**config.mk**
```make
export PLATFORM = sky130hd
export DESIGN_NAME = complete_top
export DESIGN_NICKNAME = d
export VERILOG_FILES = /design/src/common/cdb_pkg.sv /design/src/common/cdb_if.sv /design/src/ex_cm_latch.sv /design/src/cm_stage.sv /design/src/rs_wakeup.sv /design/src/rob_complete.sv /design/src/complete_top.sv
export SDC_FILE = /design/constraint.sdc
export NUM_CORES = 2
export LEC_CHECK = 0
export BUFFER_PORTS_ARGS = -buffer_cell sky130_fd_sc_hd__clkbuf_2
export CAP_MARGIN = 15
export CELL_PAD_IN_SITES_DETAIL_PLACEMENT = 1
export CELL_PAD_IN_SITES_GLOBAL_PLACEMENT = 1
export CORE_AREA = 2 2 811 490
export CTS_CLUSTER_DIAMETER = 80
export CTS_CLUSTER_SIZE = 25
export DETAILED_ROUTE_END_ITERATION = 10
export DIE_AREA = 0 0 813 492
export PLACE_DENSITY = 0.59
export SKIP_LAST_GASP = 1
export SYNTH_ARGS = -nofsm -noshare
export SYNTH_HDL_FRONTEND = slang
export SYNTH_SLANG_ARGS = --single-unit
```
**constraint.sdc**
```tcl
create_clock -name clock -period 21.1 [get_ports clock]
set_clock_uncertainty 0.2 [all_clocks]
set_input_delay 1.055 -clock clock [delete_from_list [all_inputs] [get_ports clock]]
set_output_delay 1.055 -clock clock [all_outputs]
set_load 0.1 [all_outputs]
```
**src/common/cdb_pkg.sv**
```systemverilog
/*
 * cdb_pkg
 * Shared types and constants for the completion stage and the
 * common data bus (CDB) listeners.
 */

package cdb_pkg;

   //////////////////////////////////////////////////
   // tags and payload
   //////////////////////////////////////////////////

   // RS tag, doubles as the ROB index
   typedef logic [4:0] tag_t;

   // all ones means nothing on the bus
   localparam tag_t rstag_null = 5'h1f;

   // result value
   typedef logic [63:0] value_t;

   // next pc of the instruction
   typedef logic [63:0] npc_t;

   //////////////////////////////////////////////////
   // branch bookkeeping
   //////////////////////////////////////////////////

   // bit 1 is branch, bit 0 is taken
   typedef logic [1:0] br_result_t;

   // width of the PHT index
   localparam int history_bits = 8;

   typedef logic [history_bits-1:0] pht_index_t;

endpackage

```
**src/common/cdb_if.sv**
```systemverilog
/*
 * cdb_if
 * One completion or broadcast lane. src drives the lane,
 * dst reads it.
 */

`timescale 1ns/1ps

interface cdb_if;
   import cdb_pkg::*;

   tag_t       tag;
   value_t     value;
   npc_t       npc;
   logic       mispredict;
   br_result_t branch_result;
   pht_index_t pht_index;
   logic       valid;

   // producer side
   modport src (
      output tag, value, npc, mispredict, branch_result, pht_index, valid
   );

   // listener side
   modport dst (
      input tag, value, npc, mispredict, branch_result, pht_index, valid
   );

endinterface

```
**src/ex_cm_latch.sv**
```systemverilog
/*
 * ex_cm_latch
 * Pipeline register between execute and complete for both lanes.
 * Valids clear on reset or flush; payload is held as is.
 */

`timescale 1ns/1ps

module ex_cm_latch (
   input  logic                  clock,
   input  logic                  rst,
   input  logic                  flush,

   input  cdb_pkg::tag_t         ex_tag_1,
   input  cdb_pkg::value_t       ex_result_1,
   input  cdb_pkg::npc_t         ex_npc_1,
   input  logic                  ex_mispredict_1,
   input  cdb_pkg::br_result_t   ex_branch_result_1,
   input  cdb_pkg::pht_index_t   ex_pht_index_1,
   input  logic                  ex_valid_1,

   input  cdb_pkg::tag_t         ex_tag_2,
   input  cdb_pkg::value_t       ex_result_2,
   input  cdb_pkg::npc_t         ex_npc_2,
   input  logic                  ex_mispredict_2,
   input  cdb_pkg::br_result_t   ex_branch_result_2,
   input  cdb_pkg::pht_index_t   ex_pht_index_2,
   input  logic                  ex_valid_2,

   cdb_if.src                    ex_cm_1,
   cdb_if.src                    ex_cm_2
);

   // lane valids, killed by a mispredict flush
   always_ff @(posedge clock) begin
      if (rst || flush) begin
         ex_cm_1.valid <= 1'b0;
         ex_cm_2.valid <= 1'b0;
      end else begin
         ex_cm_1.valid <= ex_valid_1;
         ex_cm_2.valid <= ex_valid_2;
      end
   end

   // payload of both lanes
   always_ff @(posedge clock) begin
      ex_cm_1.tag           <= ex_tag_1;
      ex_cm_1.value         <= ex_result_1;
      ex_cm_1.npc           <= ex_npc_1;
      ex_cm_1.mispredict    <= ex_mispredict_1;
      ex_cm_1.branch_result <= ex_branch_result_1;
      ex_cm_1.pht_index     <= ex_pht_index_1;

      ex_cm_2.tag           <= ex_tag_2;
      ex_cm_2.value         <= ex_result_2;
      ex_cm_2.npc           <= ex_npc_2;
      ex_cm_2.mispredict    <= ex_mispredict_2;
      ex_cm_2.branch_result <= ex_branch_result_2;
      ex_cm_2.pht_index     <= ex_pht_index_2;
   end

endmodule

```
**src/cm_stage.sv**
```systemverilog
/*
 * cm_stage
 * Complete stage. Forms the two CDB lanes from the latched
 * execute results; purely combinational.
 */

`timescale 1ns/1ps

module cm_stage (
   cdb_if.dst ex_cm_1,
   cdb_if.dst ex_cm_2,
   cdb_if.src cdb_1,
   cdb_if.src cdb_2
);
   import cdb_pkg::*;

   //////////////////////////////////////////////////
   // lane 1
   //////////////////////////////////////////////////

   // idle lane shows the null tag and a zero value
   assign cdb_1.tag           = ex_cm_1.valid ? ex_cm_1.tag : rstag_null;
   assign cdb_1.value         = ex_cm_1.valid ? ex_cm_1.value : value_t'(0);

   // branch info passes through untouched
   assign cdb_1.npc           = ex_cm_1.npc;
   assign cdb_1.mispredict    = ex_cm_1.mispredict;
   assign cdb_1.branch_result = ex_cm_1.branch_result;
   assign cdb_1.pht_index     = ex_cm_1.pht_index;
   assign cdb_1.valid         = ex_cm_1.valid;

   //////////////////////////////////////////////////
   // lane 2
   //////////////////////////////////////////////////

   assign cdb_2.tag           = ex_cm_2.valid ? ex_cm_2.tag : rstag_null;
   assign cdb_2.value         = ex_cm_2.valid ? ex_cm_2.value : value_t'(0);

   assign cdb_2.npc           = ex_cm_2.npc;
   assign cdb_2.mispredict    = ex_cm_2.mispredict;
   assign cdb_2.branch_result = ex_cm_2.branch_result;
   assign cdb_2.pht_index     = ex_cm_2.pht_index;
   assign cdb_2.valid         = ex_cm_2.valid;

endmodule

```
**src/rs_wakeup.sv**
```systemverilog
/*
 * rs_wakeup
 * Reservation-station operand table. Entries wait on a source tag,
 * capture the value from the CDB and issue lowest ready first.
 */

`timescale 1ns/1ps

module rs_wakeup #(
   parameter int rs_depth = 4
) (
   input  logic              clock,
   input  logic              rst,
   input  logic              flush,
   input  logic              dispatch_valid,
   input  cdb_pkg::tag_t     dispatch_src_tag,
   input  cdb_pkg::tag_t     dispatch_dest_tag,
   cdb_if.dst                cdb_1,
   cdb_if.dst                cdb_2,
   output logic              rs_full,
   output logic              issue_valid,
   output cdb_pkg::tag_t     issue_dest_tag,
   output cdb_pkg::value_t   issue_operand
);
   import cdb_pkg::*;

   localparam int idx_w = (rs_depth > 1) ? $clog2(rs_depth) : 1;

   logic [rs_depth-1:0] entry_valid;
   logic [rs_depth-1:0] entry_ready;
   tag_t                entry_src_tag  [rs_depth];
   tag_t                entry_dest_tag [rs_depth];
   value_t              entry_operand  [rs_depth];

   logic [rs_depth-1:0] wake_1;
   logic [rs_depth-1:0] wake_2;
   logic [rs_depth-1:0] ready_mask;
   logic [idx_w-1:0]    free_idx;
   logic [idx_w-1:0]    issue_idx;
   logic                dispatch_ok;
   logic                dispatch_hit_1;
   logic                dispatch_hit_2;

   // priority pick, lowest index wins
   function automatic logic [idx_w-1:0] lowest_set(input logic [rs_depth-1:0] bits);
      logic [idx_w-1:0] idx;
      idx = '0;
      for (int i = rs_depth - 1; i >= 0; i--) begin
         if (bits[i])
            idx = idx_w'(i);
      end
      return idx;
   endfunction

   //////////////////////////////////////////////////
   // tag match and selection
   //////////////////////////////////////////////////

   always_comb begin
      for (int i = 0; i < rs_depth; i++) begin
         wake_1[i] = entry_valid[i] && !entry_ready[i] && cdb_1.valid &&
                     (cdb_1.tag == entry_src_tag[i]);
         wake_2[i] = entry_valid[i] && !entry_ready[i] && cdb_2.valid &&
                     (cdb_2.tag == entry_src_tag[i]);
      end
   end

   // source broadcast in the dispatch cycle is caught directly
   assign dispatch_hit_1 = cdb_1.valid && (cdb_1.tag == dispatch_src_tag);
   assign dispatch_hit_2 = cdb_2.valid && (cdb_2.tag == dispatch_src_tag);

   assign ready_mask  = entry_valid & entry_ready;
   assign free_idx    = lowest_set(~entry_valid);
   assign issue_idx   = lowest_set(ready_mask);
   assign rs_full     = &entry_valid;
   assign dispatch_ok = dispatch_valid && !rs_full;

   // nothing leaves while the table is being flushed
   assign issue_valid    = (|ready_mask) && !flush;
   assign issue_dest_tag = entry_dest_tag[issue_idx];
   assign issue_operand  = entry_operand[issue_idx];

   //////////////////////////////////////////////////
   // entry state
   //////////////////////////////////////////////////

   always_ff @(posedge clock) begin
      if (rst || flush) begin
         entry_valid <= '0;
         entry_ready <= '0;
      end else begin
         entry_ready <= entry_ready | wake_1 | wake_2;
         if (issue_valid) begin
            entry_valid[issue_idx] <= 1'b0;
            entry_ready[issue_idx] <= 1'b0;
         end
         if (dispatch_ok) begin
            entry_valid[free_idx] <= 1'b1;
            entry_ready[free_idx] <= dispatch_hit_1 || dispatch_hit_2;
         end
      end
   end

   // operand capture, lane 1 has priority
   always_ff @(posedge clock) begin
      for (int i = 0; i < rs_depth; i++) begin
         if (wake_1[i])
            entry_operand[i] <= cdb_1.value;
         else if (wake_2[i])
            entry_operand[i] <= cdb_2.value;
      end
      if (dispatch_ok) begin
         entry_src_tag[free_idx]  <= dispatch_src_tag;
         entry_dest_tag[free_idx] <= dispatch_dest_tag;
         entry_operand[free_idx]  <= dispatch_hit_1 ? cdb_1.value : cdb_2.value;
      end
   end

endmodule

```
**src/rob_complete.sv**
```systemverilog
/*
 * rob_complete
 * ROB completion side. Marks entries done from the CDB, retires
 * the head in order and turns a retired mispredict into a flush.
 */

`timescale 1ns/1ps

module rob_complete #(
   parameter int rob_depth = 16
) (
   input  logic                  clock,
   input  logic                  rst,
   input  logic                  rob_alloc,
   output cdb_pkg::tag_t         rob_alloc_tag,
   output logic                  rob_full,
   cdb_if.dst                    cdb_1,
   cdb_if.dst                    cdb_2,
   output logic                  retire_valid,
   output cdb_pkg::tag_t         retire_tag,
   output cdb_pkg::value_t       retire_value,
   output cdb_pkg::npc_t         retire_npc,
   output cdb_pkg::br_result_t   retire_branch_result,
   output cdb_pkg::pht_index_t   retire_pht_index,
   output logic                  flush
);
   import cdb_pkg::*;

   localparam int ptr_w = (rob_depth > 1) ? $clog2(rob_depth) : 1;
   localparam int cnt_w = $clog2(rob_depth + 1);

   logic [ptr_w-1:0]     head;
   logic [ptr_w-1:0]     tail;
   logic [cnt_w-1:0]     count;
   logic [rob_depth-1:0] entry_done;

   value_t     entry_value      [rob_depth];
   npc_t       entry_npc        [rob_depth];
   logic       entry_mispredict [rob_depth];
   br_result_t entry_br_result  [rob_depth];
   pht_index_t entry_pht_index  [rob_depth];

   logic       hit_head_1;
   logic       hit_head_2;
   logic       head_done;
   logic       retire_now;
   logic       alloc_ok;

   // wrap at rob_depth, which need not be a power of two
   function automatic logic [ptr_w-1:0] ptr_inc(input logic [ptr_w-1:0] p);
      return (p == ptr_w'(rob_depth - 1)) ? '0 : p + 1'b1;
   endfunction

   assign rob_alloc_tag = tag_t'(tail);
   assign rob_full      = (count == cnt_w'(rob_depth));
   assign alloc_ok      = rob_alloc && !rob_full;

   // head may complete on the bus in the very cycle it retires
   assign hit_head_1 = cdb_1.valid && (cdb_1.tag == tag_t'(head));
   assign hit_head_2 = cdb_2.valid && (cdb_2.tag == tag_t'(head));
   assign head_done  = entry_done[head] || hit_head_1 || hit_head_2;
   assign retire_now = head_done && (count != '0) && !flush;

   //////////////////////////////////////////////////
   // pointers and done bits
   //////////////////////////////////////////////////

   always_ff @(posedge clock) begin
      if (rst) begin
         head         <= '0;
         tail         <= '0;
         count        <= '0;
         entry_done   <= '0;
         retire_valid <= 1'b0;
         flush        <= 1'b0;
      end else if (flush) begin
         // younger entries are wrong path, drop them all
         tail         <= head;
         count        <= '0;
         entry_done   <= '0;
         retire_valid <= 1'b0;
         flush        <= 1'b0;
      end else begin
         for (int i = 0; i < rob_depth; i++) begin
            if ((cdb_1.valid && cdb_1.tag == tag_t'(i)) ||
                (cdb_2.valid && cdb_2.tag == tag_t'(i)))
               entry_done[i] <= 1'b1;
         end
         if (retire_now) begin
            entry_done[head] <= 1'b0;
            head             <= ptr_inc(head);
         end
         if (alloc_ok)
            tail <= ptr_inc(tail);
         count        <= count + cnt_w'(alloc_ok) - cnt_w'(retire_now);
         retire_valid <= retire_now;
         flush        <= retire_now &&
                         (hit_head_1 ? cdb_1.mispredict :
                          hit_head_2 ? cdb_2.mispredict : entry_mispredict[head]);
      end
   end

   //////////////////////////////////////////////////
   // payload store and retire outputs
   //////////////////////////////////////////////////

   always_ff @(posedge clock) begin
      for (int i = 0; i < rob_depth; i++) begin
         if (cdb_1.valid && cdb_1.tag == tag_t'(i)) begin
            entry_value[i]      <= cdb_1.value;
            entry_npc[i]        <= cdb_1.npc;
            entry_mispredict[i] <= cdb_1.mispredict;
            entry_br_result[i]  <= cdb_1.branch_result;
            entry_pht_index[i]  <= cdb_1.pht_index;
         end else if (cdb_2.valid && cdb_2.tag == tag_t'(i)) begin
            entry_value[i]      <= cdb_2.value;
            entry_npc[i]        <= cdb_2.npc;
            entry_mispredict[i] <= cdb_2.mispredict;
            entry_br_result[i]  <= cdb_2.branch_result;
            entry_pht_index[i]  <= cdb_2.pht_index;
         end
      end
      retire_tag <= tag_t'(head);
      if (hit_head_1) begin
         retire_value         <= cdb_1.value;
         retire_npc           <= cdb_1.npc;
         retire_branch_result <= cdb_1.branch_result;
         retire_pht_index     <= cdb_1.pht_index;
      end else if (hit_head_2) begin
         retire_value         <= cdb_2.value;
         retire_npc           <= cdb_2.npc;
         retire_branch_result <= cdb_2.branch_result;
         retire_pht_index     <= cdb_2.pht_index;
      end else begin
         retire_value         <= entry_value[head];
         retire_npc           <= entry_npc[head];
         retire_branch_result <= entry_br_result[head];
         retire_pht_index     <= entry_pht_index[head];
      end
   end

endmodule

```
**src/complete_top.sv**
```systemverilog
/*
 * complete_top
 * Completion and broadcast slice: execute latch, complete stage,
 * RS wakeup table and ROB completion side.
 */

`timescale 1ns/1ps

module complete_top #(
   parameter int rs_depth  = 4,
   parameter int rob_depth = 16
) (
   input  logic                  clock,
   input  logic                  rst,

   input  cdb_pkg::tag_t         ex_tag_1,
   input  cdb_pkg::value_t       ex_result_1,
   input  cdb_pkg::npc_t         ex_npc_1,
   input  logic                  ex_mispredict_1,
   input  cdb_pkg::br_result_t   ex_branch_result_1,
   input  cdb_pkg::pht_index_t   ex_pht_index_1,
   input  logic                  ex_valid_1,

   input  cdb_pkg::tag_t         ex_tag_2,
   input  cdb_pkg::value_t       ex_result_2,
   input  cdb_pkg::npc_t         ex_npc_2,
   input  logic                  ex_mispredict_2,
   input  cdb_pkg::br_result_t   ex_branch_result_2,
   input  cdb_pkg::pht_index_t   ex_pht_index_2,
   input  logic                  ex_valid_2,

   input  logic                  dispatch_valid,
   input  cdb_pkg::tag_t         dispatch_src_tag,
   input  cdb_pkg::tag_t         dispatch_dest_tag,
   input  logic                  rob_alloc,

   output cdb_pkg::tag_t         rob_alloc_tag,
   output logic                  rob_full,
   output logic                  rs_full,

   // register file writeback
   output cdb_pkg::tag_t         cdb_tag_1,
   output cdb_pkg::value_t       cdb_value_1,
   output logic                  cdb_valid_1,
   output cdb_pkg::tag_t         cdb_tag_2,
   output cdb_pkg::value_t       cdb_value_2,
   output logic                  cdb_valid_2,

   output logic                  issue_valid,
   output cdb_pkg::tag_t         issue_dest_tag,
   output cdb_pkg::value_t       issue_operand,

   output logic                  retire_valid,
   output cdb_pkg::tag_t         retire_tag,
   output cdb_pkg::value_t       retire_value,
   output cdb_pkg::npc_t         retire_npc,
   output cdb_pkg::br_result_t   retire_branch_result,
   output cdb_pkg::pht_index_t   retire_pht_index,
   output logic                  flush
);

   // execute to complete, then the broadcast lanes
   cdb_if ex_cm_1 ();
   cdb_if ex_cm_2 ();
   cdb_if cdb_1 ();
   cdb_if cdb_2 ();

   ex_cm_latch u_ex_cm_latch (
      .clock, .rst, .flush,
      .ex_tag_1, .ex_result_1, .ex_npc_1, .ex_mispredict_1,
      .ex_branch_result_1, .ex_pht_index_1, .ex_valid_1,
      .ex_tag_2, .ex_result_2, .ex_npc_2, .ex_mispredict_2,
      .ex_branch_result_2, .ex_pht_index_2, .ex_valid_2,
      .ex_cm_1 (ex_cm_1.src),
      .ex_cm_2 (ex_cm_2.src)
   );

   cm_stage u_cm_stage (
      .ex_cm_1 (ex_cm_1.dst),
      .ex_cm_2 (ex_cm_2.dst),
      .cdb_1   (cdb_1.src),
      .cdb_2   (cdb_2.src)
   );

   rs_wakeup #(.rs_depth(rs_depth)) u_rs_wakeup (
      .clock, .rst, .flush,
      .dispatch_valid, .dispatch_src_tag, .dispatch_dest_tag,
      .cdb_1 (cdb_1.dst),
      .cdb_2 (cdb_2.dst),
      .rs_full, .issue_valid, .issue_dest_tag, .issue_operand
   );

   rob_complete #(.rob_depth(rob_depth)) u_rob_complete (
      .clock, .rst, .rob_alloc, .rob_alloc_tag, .rob_full,
      .cdb_1 (cdb_1.dst),
      .cdb_2 (cdb_2.dst),
      .retire_valid, .retire_tag, .retire_value, .retire_npc,
      .retire_branch_result, .retire_pht_index, .flush
   );

   assign cdb_tag_1   = cdb_1.tag;
   assign cdb_value_1 = cdb_1.value;
   assign cdb_valid_1 = cdb_1.valid;
   assign cdb_tag_2   = cdb_2.tag;
   assign cdb_value_2 = cdb_2.value;
   assign cdb_valid_2 = cdb_2.valid;

endmodule

```
Word level (Yosys, flattened, before mapping). Memory sizes are Yosys's and may differ from the RTL's. A register that Yosys moved wholly into a read port is not among the register bits. Index checks and enable logic that the tools add are counted.

Eq/ne operators: 45. Magnitude comparators: 6. Add/sub/neg operators: 4. Bitwise operators: 95. Reduce and logical (&&, ||, !) cells: 100. Mux-type cells: 287.

Operator list (count): two-way mux 64 bit (43); two-way mux 1 bit (172); two-way mux 8 bit (18); bitwise OR 1 bit (84); equality test 5 x 4 -> 1 bit, second input constant (16); two-way mux 4 bit (20); logical AND 1 bit (65); two-way mux 2 bit (26); equality test 5 bit (10); equality test 5 x 3 -> 1 bit, second input constant (8); equality test 5 x 2 -> 1 bit, second input constant (4); logical OR 1 bit (20); bitwise AND 16 bit (1); two-way mux 16 bit (1); NOT 16 bit (1); bitwise AND 4 bit (3); bitwise OR 4 bit (3); equality test 5 x 1 -> 1 bit, second input constant (2); equality test 5 x 4 -> 1 bit (2); zero test 5 bit (2); two-way mux 5 bit (2); adder 4 x 1 -> 4 bit, second input constant (2); equality test 4 bit, second input constant (2); NOT 4 bit (2); other kinds (19) (28).

Bits in registers: 471. Bits in writable memories: 2520. Word-level logic and storage cells: 572. Memories: 8.

Memory list: u_rob_complete.entry_npc (depth 16, bits a word 64, read ports 1, clocked after memory_dff 1, write ports 16, RTL line rob_complete.sv:38) `npc_t entry_npc [rob_depth];`; u_rob_complete.entry_value (depth 16, bits a word 64, read ports 1, clocked after memory_dff 1, write ports 16, RTL line rob_complete.sv:37) `value_t entry_value [rob_depth];`; u_rs_wakeup.entry_operand (depth 4, bits a word 64, read ports 1, clocked after memory_dff 0, write ports 5, RTL line rs_wakeup.sv:33) `value_t entry_operand [rs_depth];`; u_rob_complete.entry_pht_index (depth 16, bits a word 8, read ports 1, clocked after memory_dff 1, write ports 16, RTL line rob_complete.sv:41) `pht_index_t entry_pht_index [rob_depth];`; u_rob_complete.entry_br_result (depth 16, bits a word 2, read ports 1, clocked after memory_dff 1, write ports 16, RTL line rob_complete.sv:40) `br_result_t entry_br_result [rob_depth];`; u_rs_wakeup.entry_dest_tag (depth 4, bits a word 5, read ports 1, clocked after memory_dff 0, write ports 1, RTL line rs_wakeup.sv:32) `tag_t entry_dest_tag [rs_depth];`; 2 more memories.

Depth between registers and ports, before layout.
Depth after elaboration: 15. Gate-level depth with buffers: 15.

Cells and area by module. A second synthesis with hierarchy kept.

Cells, all modules: 8304. Area total of the unflattened synthesis: 140451.0 µm².

Modules (own cells, without submodules): rob_complete (area each 117975.6 µm², seq. area each 70327.4 µm², instances 1, cells an instance 6747); rs_wakeup (area each 14562.7 µm², seq. area each 9048.7 µm², instances 1, cells an instance 961); ex_cm_latch (area each 5820.6 µm², seq. area each 5805.6 µm², instances 1, cells an instance 292); cm_stage (area each 2092.0 µm², seq. area each 0.0 µm², instances 1, cells an instance 304).

Least setup slack after synthesis. OpenSTA, ideal clock, no wires.

Path kind: reg-to-reg. Start: reg u_ex_cm_latch.ex_cm_1.valid. End: reg u_rob_complete.entry_done[8]. Cell stages (with the launch flop): 7. Data arrival time: 12.244 ns. Required time: 20.789 ns. Setup slack: 8.546 ns. Path buffers: 1. Library setup time: 0.111 ns. Clock period less this slack: 12.554 ns. Path through: dfxtp_1 > buf_4 > nor2b_1 > nand3_1 > o21ai_0 > o21ai_0 > a31oi_1.

Word-level cells in the longest chain between the ends: 9.

RTL lines: start, declared (RTL line cdb_if.sv:22) `output tag, value, npc, mispredict, branch_result, pht_index, valid`; two-way mux 5 bit (RTL line cm_stage.sv:22) `assign cdb_1.tag = ex_cm_1.valid ? ex_cm_1.tag : rstag_null;`; equality test 5 x 4 -> 1 bit (RTL line rob_complete.sv:85) `if ((cdb_1.valid && cdb_1.tag == tag_t'(i)) ||`; logical AND 1 bit (RTL line rob_complete.sv:85); logical OR 1 bit (RTL line rob_complete.sv:85); two-way mux 1 bit (RTL line rob_complete.sv:85); two-way mux 1 bit (RTL line rob_complete.sv:76) `end else if (flush) begin`; two-way mux 1 bit (RTL line rob_complete.sv:69) `if (rst) begin`; bitwise AND 16 bit (no source line); two-way mux 16 bit (*) (RTL line rob_complete.sv:89) `if (retire_now) begin`; end signal, assigned (RTL line rob_complete.sv:73) `entry_done <= '0;`; end signal, assigned (RTL line rob_complete.sv:80) `entry_done <= '0;`; end signal, assigned by index (RTL line rob_complete.sv:90) `entry_done[head] <= 1'b0;`; end, declared (RTL line rob_complete.sv:35) `logic [rob_depth-1:0] entry_done;`.

Every way passes the cells marked *; elsewhere a longest branch is shown, timed or not. The select of a mux whose other input is x is not followed. A chain may end at the register's enable or synchronous reset.

Worst setup path in the final report.
Start: reg u_rs_wakeup.entry_valid[1]. End: out issue_operand[22].

Word-level cells in the longest chain between the ends: 4.

RTL lines: start, declared (RTL line rs_wakeup.sv:29) `logic [rs_depth-1:0] entry_valid;`; start signal, assigned (RTL line rs_wakeup.sv:89) `entry_valid <= '0;`; start signal, assigned by index (RTL line rs_wakeup.sv:94) `entry_valid[issue_idx] <= 1'b0;`; start signal, assigned by index (RTL line rs_wakeup.sv:98) `entry_valid[free_idx] <= 1'b1;`; bitwise AND 4 bit (RTL line rs_wakeup.sv:72) `assign ready_mask = entry_valid & entry_ready;`; two-way mux 2 bit (2 in series) (RTL line rs_wakeup.sv:49) `if (bits[i])`; memory (4 x 64 bit); end, declared (RTL line complete_top.sv:51) `output cdb_pkg::value_t issue_operand,`.

No other way between the ends.

==> results.cfg <==
[synth]
ys_warn_count = 0
synth_area_per_cell_um2 = 14.16
synth_edf_count = 2520
yosysSeqAreaShare_pct = 62.18
synth_flop_cell = edfxtp_1
ys_ff_latch = 2995
synth_area_um2 = 137000
syn-instance-count = 9672
async_flop_share_pct = 0
ys_types = 71

[timing]
tns_ns = 0
tightest_slew_ns = 1.229
setup_viol = 0
period_share_pct = 26.88
relSlewSlack_pct = 18.08
fmax_mhz = 176.3
finalHoldViolCount = 0
rsz0062_at_grt = false
fin_crit_ns = 5.671
drv_slew = 0

[placed_design]
gp_congestion = 0.8954
io_buffer_count = 663
detailed_place_hpwl_mm = 291.5

[critical_path]
critical_path.startpoint = u_rs_wakeup.entry_valid[1]$_SDFF_PP0_
path_max_fanout = 41
cp.required_ns = 19.85
r2r_setup_slack_ns = 15.65
cp-start-kind = flip-flop
reg2reg_depth = 6
worst_ep_arrival_time_ns = 4.42
timing.rr.start = u_ex_cm_latch.ex_cm_2.tag[2]$_DFF_P_
path_class = flip-flop to output port
worstSetupEndpointType = output port
rr_endpoint = u_rob_complete.entry_value[6][16]$_DFFE_PP_

[global_routing]
grt_usage_pct = 24.68
grt_pass1_vias = 91245
grt_max_degree = 127
grt_pass1_wl_mm = 709.8
grt_overflow = 0
antenna_found_initial = 19

[route]
wl_met2_mm = 225.9
wl_per_cell_um = 33.16
routed_wl_mm = 506.4
drt_first_iter_violations = 11439
postRouteAntennaNets = 0
via_per_inst = 5.825
top_layer = met5
wl_met3_mm = 40.53
drc_errors = 0
drtPass1Iterations = 8
vias = 88959
met1_length_mm = 228.9

[clock_network]
clock_sinks = 2995
post_cts_resized = 0
cts_buffers = 154
clock-root-buffer = clkbuf_16
htreeDepth = 4
clock_latency_ns = 0.90
path_clk_slew_ns = 0.11
cts_tree = done
cts_buffer_depth = 4

[min_path]
min_from = ex_npc_2[27]
worstHoldPathType = primary input to flip-flop
hold_depth = 1
holdPathEnd = u_ex_cm_latch.ex_cm_2.npc[27]$_DFF_P_

[pwr]
p_total_w = 0.01107
power.density_nw_per_um2 = 73.12
ir_worst_vdd_v = 0.00005234
leakagePower_nw = 47.84

[floorplanning]
dieArea_um2 = 400000
die_h_um = 492
start_util_pct = 34.79
placement_rows = 179
core_area_um2 = 393700
dieWidth_um = 813
ioPinCount = 666

[job]
drv_cap = 0

[final_layout]
final_nets = 10218
drive_above_1_share_pct = 29.80
area_growth_pct = 10.55
final_common_cell = edfxtp_1
layout_common_cells = edfxtp_1 (2520), nand2_1 (1640), o21ai_0 (1237)
fillers = 40393

[run_status]
outcome = finished clean
registers in the layout (all words and copies together), names as in the netlist, 5 cells and up, named ones only:
register                         flops
u_rs_wakeup.entry_src_tag           20
u_rob_complete.retire_pht_index      8
u_ex_cm_latch.ex_cm_1.value         64
u_rob_complete.entry_mispredict     16
u_ex_cm_latch.ex_cm_1.tag            5
u_ex_cm_latch.ex_cm_2.npc           64
u_rob_complete.entry_pht_index     128
u_rob_complete.retire_npc           64
u_rob_complete.entry_done           16
u_rob_complete.entry_npc          1024
u_rob_complete.count                 5
u_rob_complete.entry_br_result      32
u_ex_cm_latch.ex_cm_1.npc           64
u_ex_cm_latch.ex_cm_1.pht_index      8
u_ex_cm_latch.ex_cm_2.tag            5
u_ex_cm_latch.ex_cm_2.pht_index      8
u_rs_wakeup.entry_operand          256
u_rob_complete.entry_value        1024
u_rs_wakeup.entry_dest_tag          20
u_ex_cm_latch.ex_cm_2.value         64
u_rob_complete.retire_value         64
worst max-delay path by stage:
stage	end	slack, ns	cells after the start
finish	issue_operand[22]	15.43	8
global placement	u_rob_complete.retire_npc[57]$_DFF_P_	15.78	9
floorplan	u_rob_complete.entry_done[8]$_SDFF_PP0_	8.55	6
global route	issue_operand[22]	15.29	8
detailed placement	u_rob_complete.entry_value[6][30]$_DFFE_PP_	15.79	6
CTS	issue_operand[22]	15.45	8
routing by layer:
layer | vias up | GRT usage [%]
met3 | 496 | 4.393
met1 | 47777 | 36.90
li1 | 36807 | -
met4 | 12 | 5.139
met5 | - | 0
met2 | 3867 | 37.64
cell usage after synthesis, types with 28 or more instances:
cell,instances,area share (%)
inv_1,143,0.39
a2bb2oi_1,70,0.45
xnor2_1,33,0.21
mux2_2,1193,9.8
a222oi_1,69,0.50
buf_1,54,0.15
nor2_1,28,0.077
a211oi_1,68,0.37
clkbuf_1,582,1.6
buf_2,318,1.2
o21ai_0,1239,4.5
a21oi_1,154,0.56
a22oi_1,46,0.25
dfxtp_1,475,6.9
mux2i_1,92,0.67
nand2_1,1655,4.5
nor2b_1,41,0.19
mux4_2,675,11
edfxtp_1,2520,55
report_power, final:
part           switching (W)  internal [W]
Clock                0.00208       0.00148
Sequential          0.000118       0.00651
Combinational       0.000596      0.000284
Total                0.00280       0.00827
kinds of logic (layout without fill, tap and decap cells):
| logic type | Yosys count | after routing | synth area share [%] |
|---|---|---|---|
| AOI/OAI and AO/OA | 1692 | 1692 | 6.967 |
| buffers and inverters | 1129 | 1476 | 3.485 |
| muxes | 1967 | 1967 | 21.63 |
| DFF | 2995 | 2995 | 62.18 |
| other | 1 | 6 | 0.002737 |
| and+or+nand+nor | 1817 | 1817 | 5.236 |
| xor gates and xnor gates | 59 | 59 | 0.3772 |
| adders and majority gates | 12 | 12 | 0.1151 |
final cells by class:
class                      count  area [um^2]  area share (%)
clock inverter                29        381.6          0.2520
timing repair buffer        1059         6958           4.595
inverter                     143        536.8          0.3545
multi-input combinational   5549        47460           31.34
sequential                  2995        85200           56.26
clock buffer                 245         4322           2.854
antenna                        4        10.01        0.006610
tap                         5249         6568           4.337
worst max-delay path: stages, from the launching register on:
cell and delay [ns]:
dfxtp_1 0.43, nand2_1 0.23, nand2_1 0.15, nor3b_2 0.42, buf_4 0.50, buf_4 0.62, a222oi_1 0.26, nand2_1 0.14
clkbuf_2 0.56
per-stage QoR:
step | hold slack, ns | cells | setup slack [ns] | instance area [um^2] | util [%]
final | 0.08513 | 15273 | 15.43 | 151400 | 38.46
after global routing | 0.02055 | 15270 | 15.29 | 151400 | 38.46
after CTS | 0.00009237 | 15267 | 15.45 | 151400 | 38.45
after detailed placement | 0.3132 | 14803 | 15.79 | 144800 | 36.78
after global placement | 0.3019 | 14803 | 15.78 | 144800 | 36.78
after floorplan | 0.1290 | 9673 | 8.546 | 137000 | -
timing repair:
| action | 4_1_cts | 5_1_grt |
|---|---|---|
| hold buffers | 190 | 0 |
| endpoints found under the hold margin | 190 | 0 |
| setup buffers | 0 | 0 |
No activity file was read; power rests on OpenSTA's default activity.
